**src/i2c_pkg.sv**
```systemverilog
// Shared definitions for the I2C master: register map, widths, speed table and enums
`default_nettype none

package i2c_pkg;

   // APB register map
   localparam int APB_ADDR_W = 4;
   localparam int APB_DATA_W = 32;
   localparam logic [APB_ADDR_W-1:0] ADDR_CTRL   = 4'h0;
   localparam logic [APB_ADDR_W-1:0] ADDR_CMD    = 4'h4;
   localparam logic [APB_ADDR_W-1:0] ADDR_STATUS = 4'h8;

   // Byte framing on the bus
   localparam int DATA_W       = 8;
   localparam int BYTE_SYMBOLS = 9;
   localparam int SYM_COUNT_W  = $clog2(BYTE_SYMBOLS + 1);

   // System clocks per quarter of a bus bit
   localparam int QUARTER_STANDARD  = 25;
   localparam int QUARTER_FAST      = 6;
   localparam int QUARTER_FAST_PLUS = 3;
   localparam int QUARTER_W         = $clog2(QUARTER_STANDARD + 1);

   typedef enum logic [1:0] {
      speed_standard,
      speed_fast,
      speed_fast_plus
   } speed_t;

   // Codes 0, 6 and 7 are reserved
   typedef enum logic [2:0] {
      op_start     = 3'd1,
      op_stop      = 3'd2,
      op_write     = 3'd3,
      op_read_ack  = 3'd4,
      op_read_nack = 3'd5
   } cmd_op_t;

   typedef enum logic [1:0] {
      sym_start,
      sym_stop,
      sym_send,
      sym_sample
   } sym_t;

   typedef logic [DATA_W-1:0] byte_t;

   // Quarter length for a speed, unknown codes fall back to standard
   function automatic logic [QUARTER_W-1:0] quarter_count(input speed_t speed);
      case (speed)
         speed_fast:      return QUARTER_W'(QUARTER_FAST);
         speed_fast_plus: return QUARTER_W'(QUARTER_FAST_PLUS);
         default:         return QUARTER_W'(QUARTER_STANDARD);
      endcase
   endfunction

endpackage

`default_nettype wire
```
**src/i2c_master.sv**
```systemverilog
// I2C master top: APB registers, byte engine, bit engine and quarter timer
`timescale 1ns/10ps
`default_nettype none

module i2c_master (
   input  wire logic [i2c_pkg::APB_ADDR_W-1:0] paddr,
   input  wire logic                           psel,
   input  wire logic                           penable,
   input  wire logic                           pwrite,
   input  wire logic [i2c_pkg::APB_DATA_W-1:0] pwdata,
   output logic [i2c_pkg::APB_DATA_W-1:0]      prdata,
   output logic                                pready,
   output logic                                pslverr,
   input  wire logic                           sda,
   input  wire logic                           reset,
   input  wire logic                           bus_data_in,
   output logic                                bus_clock_low,
   output logic                                bus_data_low,
   output logic                                pull_up
);
   import i2c_pkg::*;

   speed_t  speed;
   logic    cmd_valid;
   cmd_op_t cmd_op;
   byte_t   cmd_data;
   logic    busy;
   logic    nack;
   byte_t   rx_data;
   logic    sym_valid;
   sym_t    sym;
   logic    sym_bit;
   logic    sym_busy;
   logic    sample;
   logic    run;
   logic    tick;

   i2c_apb_regs u_regs (
      .sda       (sda),
      .reset     (reset),
      .paddr     (paddr),
      .psel      (psel),
      .penable   (penable),
      .pwrite    (pwrite),
      .pwdata    (pwdata),
      .busy      (busy),
      .nack      (nack),
      .rx_data   (rx_data),
      .prdata    (prdata),
      .pready    (pready),
      .pslverr   (pslverr),
      .speed     (speed),
      .pull_up   (pull_up),
      .cmd_valid (cmd_valid),
      .cmd_op    (cmd_op),
      .cmd_data  (cmd_data)
   );

   i2c_byte_engine u_byte (
      .sda       (sda),
      .reset     (reset),
      .cmd_valid (cmd_valid),
      .cmd_op    (cmd_op),
      .cmd_data  (cmd_data),
      .sym_busy  (sym_busy),
      .sample    (sample),
      .busy      (busy),
      .nack      (nack),
      .rx_data   (rx_data),
      .sym_valid (sym_valid),
      .sym       (sym),
      .sym_bit   (sym_bit)
   );

   i2c_bit_engine u_bit (
      .sda           (sda),
      .reset         (reset),
      .sym_valid     (sym_valid),
      .sym           (sym),
      .sym_bit       (sym_bit),
      .tick          (tick),
      .bus_data_in   (bus_data_in),
      .sym_busy      (sym_busy),
      .sample        (sample),
      .run           (run),
      .bus_clock_low (bus_clock_low),
      .bus_data_low  (bus_data_low)
   );

   i2c_quarter_timer u_timer (
      .sda   (sda),
      .reset (reset),
      .speed (speed),
      .run   (run),
      .tick  (tick)
   );

endmodule

`default_nettype wire

```
**src/i2c_apb_regs.sv**
```systemverilog
// APB register block: CTRL, CMD and STATUS for the I2C master
`timescale 1ns/10ps
`default_nettype none

module i2c_apb_regs (
   input  wire logic                              sda,
   input  wire logic                              reset,
   input  wire logic [i2c_pkg::APB_ADDR_W-1:0]    paddr,
   input  wire logic                              psel,
   input  wire logic                              penable,
   input  wire logic                              pwrite,
   input  wire logic [i2c_pkg::APB_DATA_W-1:0]    pwdata,
   input  wire logic                              busy,
   input  wire logic                              nack,
   input  wire i2c_pkg::byte_t                    rx_data,
   output logic [i2c_pkg::APB_DATA_W-1:0]         prdata,
   output logic                                   pready,
   output logic                                   pslverr,
   output i2c_pkg::speed_t                        speed,
   output logic                                   pull_up,
   output logic                                   cmd_valid,
   output i2c_pkg::cmd_op_t                       cmd_op,
   output i2c_pkg::byte_t                         cmd_data
);
   import i2c_pkg::*;

   logic access;
   logic cmd_write;
   logic op_ok;

   // Zero wait states
   assign pready    = 1'b1;
   assign access    = psel && penable;
   assign cmd_write = access && pwrite && (paddr == ADDR_CMD);
   assign cmd_op    = cmd_op_t'(pwdata[2:0]);
   assign cmd_data  = pwdata[15:8];

   always_comb
   begin
      case (cmd_op)
         op_start, op_stop, op_write, op_read_ack, op_read_nack: op_ok = 1'b1;
         default: op_ok = 1'b0;
      endcase
   end

   // Refused when busy or reserved opcode
   assign cmd_valid = cmd_write && op_ok && !busy;
   assign pslverr   = cmd_write && !(op_ok && !busy);

   always_ff @(posedge sda)
   begin
      if (reset)
      begin
         speed   <= speed_standard;
         pull_up <= 1'b0;
      end
      else if (access && pwrite && (paddr == ADDR_CTRL))
      begin
         speed   <= speed_t'(pwdata[1:0]);
         pull_up <= pwdata[2];
      end
   end

   // Read mux
   always_comb
   begin
      prdata = '0;
      case (paddr)
         ADDR_CTRL:
         begin
            prdata[1:0] = speed;
            prdata[2]   = pull_up;
         end
         ADDR_STATUS:
         begin
            prdata[0]    = busy;
            prdata[1]    = nack;
            prdata[15:8] = rx_data;
         end
         default: prdata = '0;
      endcase
   end

   // An accepted command always makes the byte engine busy next cycle
   assert property (@(posedge sda) disable iff (reset) cmd_valid |-> !busy ##1 busy);

endmodule

`default_nettype wire

```
**src/i2c_byte_engine.sv**
```systemverilog
// I2C byte engine: expands commands into bus symbols, shifts data, records ACK
`timescale 1ns/10ps
`default_nettype none

module i2c_byte_engine (
   input  wire logic             sda,
   input  wire logic             reset,
   input  wire logic             cmd_valid,
   input  wire i2c_pkg::cmd_op_t cmd_op,
   input  wire i2c_pkg::byte_t   cmd_data,
   input  wire logic             sym_busy,
   input  wire logic             sample,
   output logic                  busy,
   output logic                  nack,
   output i2c_pkg::byte_t        rx_data,
   output logic                  sym_valid,
   output i2c_pkg::sym_t         sym,
   output logic                  sym_bit
);
   import i2c_pkg::*;

   typedef enum logic {st_idle, st_run} state_t;

   state_t                 state_q;
   cmd_op_t                op_q;
   byte_t                  tx_q;
   logic [SYM_COUNT_W-1:0] count_q;
   logic [SYM_COUNT_W-1:0] total;
   logic                   is_read;
   logic                   handoff;

   assign busy    = (state_q == st_run);
   assign is_read = (op_q == op_read_ack) || (op_q == op_read_nack);
   assign total   = ((op_q == op_start) || (op_q == op_stop)) ?
                    SYM_COUNT_W'(1) : SYM_COUNT_W'(BYTE_SYMBOLS);
   // Previous symbol just ended, next one may go out in this same cycle
   assign handoff   = busy && !sym_busy;
   assign sym_valid = handoff && (count_q != total);

   always_comb
   begin
      sym_bit = tx_q[DATA_W-1];
      case (op_q)
         op_start: sym = sym_start;
         op_stop:  sym = sym_stop;
         op_write: sym = (count_q < DATA_W) ? sym_send : sym_sample;
         default:
         begin
            sym     = (count_q < DATA_W) ? sym_sample : sym_send;
            sym_bit = (op_q == op_read_nack);
         end
      endcase
   end

   always_ff @(posedge sda)
   begin
      if (reset)
      begin
         state_q <= st_idle;
         op_q    <= op_start;
         count_q <= '0;
         nack    <= 1'b0;
         rx_data <= '0;
      end
      else if (!busy)
      begin
         if (cmd_valid)
         begin
            state_q <= st_run;
            op_q    <= cmd_op;
            count_q <= '0;
            if (cmd_op == op_write)
               nack <= 1'b0;
         end
      end
      else if (handoff)
      begin
         if (count_q == total)
            state_q <= st_idle;
         else
            count_q <= count_q + 1'b1;

         if ((op_q == op_write) && (count_q == SYM_COUNT_W'(BYTE_SYMBOLS)))
            nack <= sample;
         if (is_read && (count_q != '0) && (count_q <= DATA_W))
            rx_data <= {rx_data[DATA_W-2:0], sample};
      end
   end

   // Transmit shifter, MSB first
   always_ff @(posedge sda)
   begin
      if (cmd_valid && !busy)
         tx_q <= cmd_data;
      else if (sym_valid && (sym == sym_send))
         tx_q <= {tx_q[DATA_W-2:0], 1'b0};
   end

   assert property (@(posedge sda) disable iff (reset)
      count_q <= SYM_COUNT_W'(BYTE_SYMBOLS));

endmodule

`default_nettype wire

```
**src/i2c_bit_engine.sv**
```systemverilog
// I2C bit engine: one bus symbol (start, stop, send, sample) over four quarter phases
`timescale 1ns/10ps
`default_nettype none

module i2c_bit_engine (
   input  wire logic          sda,
   input  wire logic          reset,
   input  wire logic          sym_valid,
   input  wire i2c_pkg::sym_t sym,
   input  wire logic          sym_bit,
   input  wire logic          tick,
   input  wire logic          bus_data_in,
   output logic               sym_busy,
   output logic               sample,
   output logic               run,
   output logic               bus_clock_low,
   output logic               bus_data_low
);
   import i2c_pkg::*;

   logic       active_q;
   logic [1:0] phase_q;
   logic [1:0] phase_d;
   sym_t       sym_q;
   sym_t       sym_d;
   logic       bit_q;
   logic       bit_d;
   logic       clock_low_d;
   logic       data_low_d;
   logic       accept;
   logic       advance;
   logic       finish;

   assign sym_busy = active_q;
   assign run      = active_q;
   assign accept   = sym_valid && !active_q;
   assign advance  = active_q && tick && (phase_q != 2'd3);
   assign finish   = active_q && tick && (phase_q == 2'd3);

   // Line drives for the phase being entered
   always_comb
   begin
      if (accept)
      begin
         phase_d = 2'd0;
         sym_d   = sym;
         bit_d   = sym_bit;
      end
      else
      begin
         phase_d = phase_q + 2'd1;
         sym_d   = sym_q;
         bit_d   = bit_q;
      end

      // Clock low in the first quarter, and in the last one unless stopping
      clock_low_d = (phase_d == 2'd0) || ((phase_d == 2'd3) && (sym_d != sym_stop));

      case (sym_d)
         sym_start: data_low_d = phase_d[1];   // falls mid-high
         sym_stop:  data_low_d = !phase_d[1];  // rises mid-high
         sym_send:  data_low_d = !bit_d;
         default:   data_low_d = 1'b0;         // released for the slave
      endcase
   end

   always_ff @(posedge sda)
   begin
      if (reset)
      begin
         active_q      <= 1'b0;
         phase_q       <= 2'd0;
         sym_q         <= sym_send;
         bit_q         <= 1'b1;
         bus_clock_low <= 1'b0;
         bus_data_low  <= 1'b0;
         sample        <= 1'b0;
      end
      else
      begin
         if (accept || advance)
         begin
            phase_q       <= phase_d;
            sym_q         <= sym_d;
            bit_q         <= bit_d;
            bus_clock_low <= clock_low_d;
            bus_data_low  <= data_low_d;
         end

         if (accept)
            active_q <= 1'b1;
         else if (finish)
            active_q <= 1'b0;

         // Third quarter, clock still high
         if (active_q && tick && (phase_q == 2'd2) && (sym_q == sym_sample))
            sample <= bus_data_in;
      end
   end

   // Data only moves under a low clock, start and stop excepted
   assert property (@(posedge sda) disable iff (reset)
      $changed(bus_data_low) && (sym_q inside {sym_send, sym_sample}) |-> bus_clock_low);

endmodule

`default_nettype wire

```
**src/i2c_quarter_timer.sv**
```systemverilog
// Quarter-bit tick generator for the I2C bit engine
`timescale 1ns/10ps
`default_nettype none

module i2c_quarter_timer (
   input  wire logic            sda,
   input  wire logic            reset,
   input  wire i2c_pkg::speed_t speed,
   input  wire logic            run,
   output logic                 tick
);
   import i2c_pkg::*;

   logic [QUARTER_W-1:0] count_q;
   logic [QUARTER_W-1:0] reload;

   assign reload = quarter_count(speed) - 1'b1;

   always_ff @(posedge sda)
   begin
      if (reset)
      begin
         count_q <= quarter_count(speed_standard) - 1'b1;
         tick    <= 1'b0;
      end
      else
      begin
         tick <= 1'b0;
         if (!run)
            // Parked at a full quarter so the first tick lands one quarter after run
            count_q <= reload;
         else if (count_q == '0)
         begin
            count_q <= reload;
            tick    <= 1'b1;
         end
         else
            count_q <= count_q - 1'b1;
      end
   end

   // A tick only ever appears inside a symbol
   assert property (@(posedge sda) disable iff (reset) $rose(tick) |-> run);

endmodule

`default_nettype wire

```
**config.mk**
```make
export PLATFORM = sky130hd
export DESIGN_NAME = i2c_master
export DESIGN_NICKNAME = d
export VERILOG_FILES = /design/src/i2c_pkg.sv /design/src/i2c_master.sv /design/src/i2c_apb_regs.sv /design/src/i2c_byte_engine.sv /design/src/i2c_bit_engine.sv /design/src/i2c_quarter_timer.sv
export SDC_FILE = /design/constraint.sdc
export NUM_CORES = 1
export LEC_CHECK = 0
export BUFFER_PORTS_ARGS = -buffer_cell sky130_fd_sc_hd__buf_4
export CORE_MARGIN = 5
export CORE_UTILIZATION = 39
export DETAILED_ROUTE_END_ITERATION = 16
export PLACE_DENSITY_LB_ADDON = 0.15
export SKIP_CTS_REPAIR_TIMING = 1
export SYNTH_ARGS = -nofsm -noshare
export SYNTH_HDL_FRONTEND = slang
export SYNTH_HIERARCHICAL = 1
export SYNTH_SLANG_ARGS = --single-unit
```
**constraint.sdc**
```tcl
create_clock -name sda -period 2.7 [get_ports sda]
set_clock_uncertainty 0.05 [all_clocks]
set_input_delay 0.54 -clock sda [delete_from_list [all_inputs] [get_ports sda]]
set_output_delay 0.54 -clock sda [all_outputs]
set_load 0.02 [all_outputs]
```
==> impl_metrics.py, run 1 <==
metrics = {
    "cells_and_area": {
        "final_cell_area_um2": 2902,
        "nFillCells": 658,
        "antennaDiodeCount": 0,
        "seq_area_um2": 940.9,
        "syn_to_final_growth_pct": 10.64,
        "layout-drive-gt1-share_pct": 19.46,
        "post-route-util_pct": 44.92,
        "multi_input_area_um2": 1413,
        "final_nets": 383,
    },
    "cts": {
        "htreeDepth": 2,
        "clock_path_buffers": 2,
        "cts_tree": "done",
        "worstSkewPairLatency_ns": 0.29,
        "numClockSinks": 43,
        "clk_pin_slew_ns": 0.09,
        "cts_buffers": 5,
        "root_buffer": "clkbuf_8",
    },
    "global_route": {
        "grt_overflow": 0,
        "track_usage_pct": 12.84,
        "use_met1_pct": 16.12,
        "grtUsageMet2_pct": 21.53,
        "grtUsageMet3_pct": 3.846,
        "antenna_found_initial": 0,
        "busiest_layer": "met2",
        "grt_pass1_vias": 1996,
        "grt_max_degree": 39,
        "grt_pass1_wl_um": 9045,
    },
    "routing": {
        "ant_nets": 0,
        "first_iter_violations": 105,
        "drt_wl_total_um": 5286,
        "drt_pass1_iterations": 4,
        "vias": 2075,
        "drc_errors": 0,
        "viasPerCell": 5.049,
        "wire_per_inst_um": 12.86,
    },
    "yosys": {
        "synthArstFlopShare_pct": 0,
        "syn_inst": 307,
        "synth_top_area_share_pct": 26.72,
        "synth_cell_types": 55,
        "syn-cell-area_um2": 2623,
        "syn_avg_cell_area_um2": 8.542,
        "synth_top_area_cell": "dfxtp_1",
        "synth-warning-count": 6,
        "synth_top_flop_cell": "dfxtp_1",
        "ys_top_cells_by_count": "nand2_1 (39), buf_4 (35), dfxtp_1 (35), a21oi_1 (23)",
        "synth-seq-cells": 43,
        "synth-edff-count": 8,
        "synthTopCellsByArea": "dfxtp_1 (27%), buf_4 (10%), edfxtp_1 (9.2%)",
        "seq_area_frac_synth_pct": 35.88,
        "yosysMostFrequentCell": "nand2_1",
    },
    "timing": {
        "setup_viol": 0,
        "setup_slack_ns": 0.2764,
        "slew_headroom_pct": 58.53,
        "finalCriticalPeriod_ns": 2.424,
        "rsz0062_at_grt": "no",
        "max_freq_mhz": 412.6,
        "tns_ns": 0,
        "maxSlewViolCount": 0,
        "worst_pin_slew_ns": 0.6176,
        "fin_crit_sh_pct": 89.76,
        "finalHoldViolCount": 0,
    },
    "critical_path": {
        "cp-endpoint": "u_bit/bus_clock_low",
        "crit_path_end_kind": "flip-flop",
        "startpoint": "u_byte/count_q[0]",
        "cp.required_ns": 2.87,
        "rr_startpoint": "u_byte/count_q[0]",
        "crit_path_max_fanout": 5,
        "rr_worst_depth": 8,
        "cp.arrival_ns": 2.59,
        "critical_path_class": "flip-flop to flip-flop",
        "startpoint_type": "flip-flop",
        "reg2reg_slack_ns": 0.28,
        "r2r_end": "u_bit/bus_clock_low",
    },
    "place": {
        "dp_slack_ns": 0.2547,
        "placedInstanceArea_um2": 2818,
        "hpwlAfterDp_um": 3856,
        "port_buffers": 35,
        "place.gp.congestion": 0.7418,
    },
    "min_path": {
        "whs_path_depth": 3,
        "hp-class": "input pin to flip-flop",
    },
    "floorplanning": {
        "rows": 29,
        "initial_core_util_pct": 40.60,
        "core-area_um2": 6459,
        "die_h_um": 92,
        "fp.dieArea_um2": 8464,
        "die_x_um": 92,
        "ios": 79,
    },
    "run_status": {
        "run_status": "finished clean",
    },
    "power": {
        "ir_drop_mv": 0.1612,
        "finalPower_mw": 1.146,
        "leakage_nw": 1.159,
        "p_per_area_nw_per_um2": 395.1,
    },
    "run": {
        "drv_cap": 0,
    },
}
## metal layers
layer / part of all wire, % / vias to the layer above / wire (um)
li1: - / 1060 / -
met1: 48 / 957 / 2514
met2: 45 / 56 / 2403
met3: 6.7 / 2 / 352
met4: 0.28 / 0 / 15
met5: 0 / - / 0
## cell type report
cell class	count	share of cell area, %
Multi-Input combinational cell	228	48.68
Sequential cell	43	32.43
Timing Repair Buffer	43	11.13
Inverter	12	1.552
Clock inverter	2	0.3881
Clock buffer	6	2.501
Tap cell	77	3.320
## cell usage in the layout, fill, tap and decap left out, types with 8 or more instances in the layout
cell	n
a21oi_1	23
and2_1	10
buf_4	43
conb_1	22
dfxtp_1	35
edfxtp_1	8
ha_1	8
inv_1	12
nand2_1	39
nand2b_1	11
nand3_1	14
nor2_1	14
o21ai_0	13
## power breakdown
group          internal, mW  switching, mW  total (mW)
combinational        0.0331         0.0597      0.0928
sequential            0.654        0.00282       0.656
clock                 0.182          0.216       0.397
## cells by family after synthesis
logic type | after synthesis | synth area share, %
adder cells (fa/ha/maj) | 8 | 3.817
XOR/XNOR | 7 | 2.338
other | 2 | 0.2864
AO/OA/AOI/OAI | 61 | 15.08
buffers and inverters | 56 | 13.12
AND/OR/NAND/NOR | 123 | 26.57
multiplexers | 7 | 2.910
flip-flops | 43 | 35.88
## worst max-delay path, stage by stage, from the launching register on
cell       delay, ns
dfxtp_1         0.40
ha_1            0.20
or4b_1          0.47
mux2i_1         0.23
nor2_1          0.15
and4bb_1        0.24
a2111oi_2       0.33
a211oi_1        0.09
a211oi_1        0.20
## registers in the layout, summed over array words and instances, names as in the netlist
register / count
u_byte/tx_q: 8
u_bit/bus_data_low: 1
u_timer/tick: 1
u_regs/speed: 2
u_bit/bit_q: 1
u_regs/pull_up: 1
u_byte/busy: 1
u_bit/bus_clock_low: 1
u_bit/phase_q: 2
u_timer/count_q: 5
u_byte/rx_data: 8
u_bit/run: 1
u_byte/count_q: 4
u_bit/sample: 1
u_byte/op_q: 3
u_byte/nack: 1
u_bit/sym_q: 2
## how the worst min path moves through the flow
stage | start | to | slack [ns]
floorplan | u_bit/bit_q | u_bit/bit_q | 0.39
global placement | u_byte/rx_data[7] | u_byte/rx_data[7] | 0.41
detailed placement | u_byte/rx_data[7] | u_byte/rx_data[7] | 0.42
CTS | bus_data_in | u_bit/sample | 0.41
global route | bus_data_in | u_bit/sample | 0.43
finish | bus_data_in | u_bit/sample | 0.42
## through the flow
stage / hold slack (ns) / cells
global route: 0.4262 / 411
detailed placement: 0.4166 / 403
CTS: 0.4147 / 411
global placement: 0.4111 / 403
floorplan: 0.3880 / 327
finish: 0.4213 / 411
Note: power is estimated with default switching activity, not from simulation.
==> inputs of run 2 (changes only) <==
- CELL_PAD_IN_SITES_DETAIL_PLACEMENT: unset -> 0
- CELL_PAD_IN_SITES_GLOBAL_PLACEMENT: unset -> 1
- CORE_MARGIN: 5 -> unset
- CORE_UTILIZATION: 39 -> 38
==> run 2 against run 1 <==
Fmax up 1.0%. Die area shrank 14%. Combinational power up 0.4%. Setup slack better by 0.025 ns. Wire length fell by 0.89%. Non-clock buffer count up 2. Clock power is 30% higher. Largest cell class unchanged.
==> impl_metrics.py, run 2 (same netlist as run 1, synthesis figures left out) <==
metrics = {
    "routing": {
        "viasPerCell": 5.000,
        "vias": 2065,
        "first_iter_violations": 70,
        "wire_per_inst_um": 12.69,
        "ant_nets": 0,
        "drc_errors": 0,
        "drt_wl_total_um": 5239,
        "drt_pass1_iterations": 4,
    },
    "critical_path": {
        "startpoint": "u_byte/count_q[1]",
        "path_delay_family": "simple AND/OR/NAND/NOR gates",
        "crit_slowest_cell": "or4b_1",
        "path_cells": "inv_1 -> ha_1 -> or4b_1 -> mux2i_2 -> nor2_1 -> and4bb_1 -> a2111oi_2 -> a211oi_1 -> a211oi_1",
        "cp.required_ns": 2.87,
        "cp.arrival_ns": 2.57,
        "crit_cells": 9,
        "startpoint_type": "flip-flop",
        "cp-endpoint": "u_bit/bus_clock_low",
        "crit_buf_inv": 1,
        "r2r_end": "u_bit/bus_clock_low",
        "reg2reg_slack_ns": 0.30,
        "max_stage_delay_ns": 0.49,
        "crit_path_end_kind": "flip-flop",
        "rr_worst_depth": 9,
        "cp_common_cell": "a211oi_1",
        "crit_path_max_fanout": 5,
        "rr_startpoint": "u_byte/count_q[1]",
        "critical_path_class": "flip-flop to flip-flop",
    },
    "timing": {
        "rsz0062_at_grt": "no",
        "setup_viol": 0,
        "slew_headroom_pct": 57.72,
        "fin_crit_sh_pct": 88.84,
        "finalCriticalPeriod_ns": 2.399,
        "worst_pin_slew_ns": 0.6297,
        "max_freq_mhz": 416.9,
        "hold_ws_ns": 0.4225,
        "maxSlewViolCount": 0,
        "finalHoldViolCount": 0,
        "tns_ns": 0,
        "setup_slack_ns": 0.3012,
    },
    "cells_and_area": {
        "nFillCells": 664,
        "reg_top3": "u_byte/rx_data (8), u_byte/tx_q (8), u_timer/count_q (5)",
        "syn_to_final_growth_pct": 12.50,
        "layout-drive-gt1-share_pct": 20.83,
        "post-route-util_pct": 45.42,
        "multi_input_area_um2": 1416,
        "fin_cells": 413,
        "seq_area_um2": 942.2,
        "final_cell_mix": "buf_4 (45), nand2_1 (39), dfxtp_1 (34)",
        "final_nets": 385,
        "antennaDiodeCount": 0,
        "layout_commonest_cell": "buf_4",
    },
    "place": {
        "port_buffers": 35,
        "hpwlAfterDp_um": 3719,
        "placedCellCount": 404,
        "place.gp.congestion": 0.7511,
        "dp_slack_ns": 0.2178,
    },
    "global_route": {
        "grt_pass1_wl_um": 8956,
        "grt_overflow": 0,
        "grt_max_degree": 39,
        "grt_pass1_vias": 1926,
        "track_usage_pct": 15.44,
        "antenna_found_initial": 0,
    },
    "cts": {
        "clock_path_buffers": 2,
        "cts_tree": "done",
        "htreeDepth": 2,
        "worstSkewPairLatency_ns": 0.30,
        "clk_pin_slew_ns": 0.09,
        "cts_buffers": 5,
        "root_buffer": "clkbuf_8",
        "numClockSinks": 43,
    },
    "floorplanning": {
        "ios": 79,
        "fp.dieArea_um2": 7238,
        "die_h_um": 85.08,
        "initial_core_util_pct": 40.38,
        "rows": 29,
        "die_x_um": 85.08,
        "core-area_um2": 6495,
    },
    "power": {
        "leakage_nw": 1.183,
        "p_per_area_nw_per_um2": 429.4,
        "ir_drop_mv": 0.1852,
    },
    "min_path": {
        "hp-class": "input pin to flip-flop",
    },
    "run_status": {
        "run_status": "finished clean",
    },
    "run": {
        "drv_cap": 0,
    },
}
[run 2: final cells by class]
class | count | area share (%)
Tap cell | 77 | 3.265
Clock buffer | 5 | 2.332
Clock inverter | 3 | 1.484
Inverter | 12 | 1.527
Multi-Input combinational cell | 228 | 48.01
Sequential cell | 43 | 31.93
Timing Repair Buffer | 45 | 11.45
[run 2: routing by layer]
| layer | wire length, um | track usage (%) | part of all wire (%) | vias up |
|---|---|---|---|---|
| li1 | - | - | - | 1064 |
| met1 | 2606 | 19.95 | 50 | 936 |
| met2 | 2281 | 24.85 | 44 | 58 |
| met3 | 279 | 4.086 | 5.3 | 7 |
| met4 | 72 | 5.547 | 1.4 | 0 |
| met5 | 0 | 0 | 0 | - |
[run 2: metrics by stage]
stage	power (mW)	area [um2]
CTS	1.290	2938
global placement	0.7640	2825
floorplan	0.7602	2698
finish	1.267	2950
global route	1.318	2950
detailed placement	0.7647	2825
[run 2: worst reg2reg max path, stage by stage (launching register included)]
cell and delay [ns]:
dfxtp_1 0.34, inv_1 0.08, ha_1 0.18, or4b_1 0.49, mux2i_2 0.21, nor2_1 0.14, and4bb_1 0.23, a2111oi_2 0.33
a211oi_1 0.09, a211oi_1 0.19
[run 2: power breakdown]
group	internal, mW	switching (mW)
combinational	0.0334	0.0598
clock	0.276	0.241
sequential	0.654	0.00277
total	0.963	0.304
[run 2: worst min path at each step]
stage                            startpoint                end  slack, ns  depth (start not counted)
after floorplan                 u_bit/bit_q        u_bit/bit_q       0.39                          2
after global placement    u_byte/rx_data[7]  u_byte/rx_data[7]       0.41                          2
after detailed placement        u_bit/bit_q        u_bit/bit_q       0.41                          2
after CTS                       bus_data_in       u_bit/sample       0.42                          3
after global routing            bus_data_in       u_bit/sample       0.41                          3
final                           bus_data_in       u_bit/sample       0.42                          3
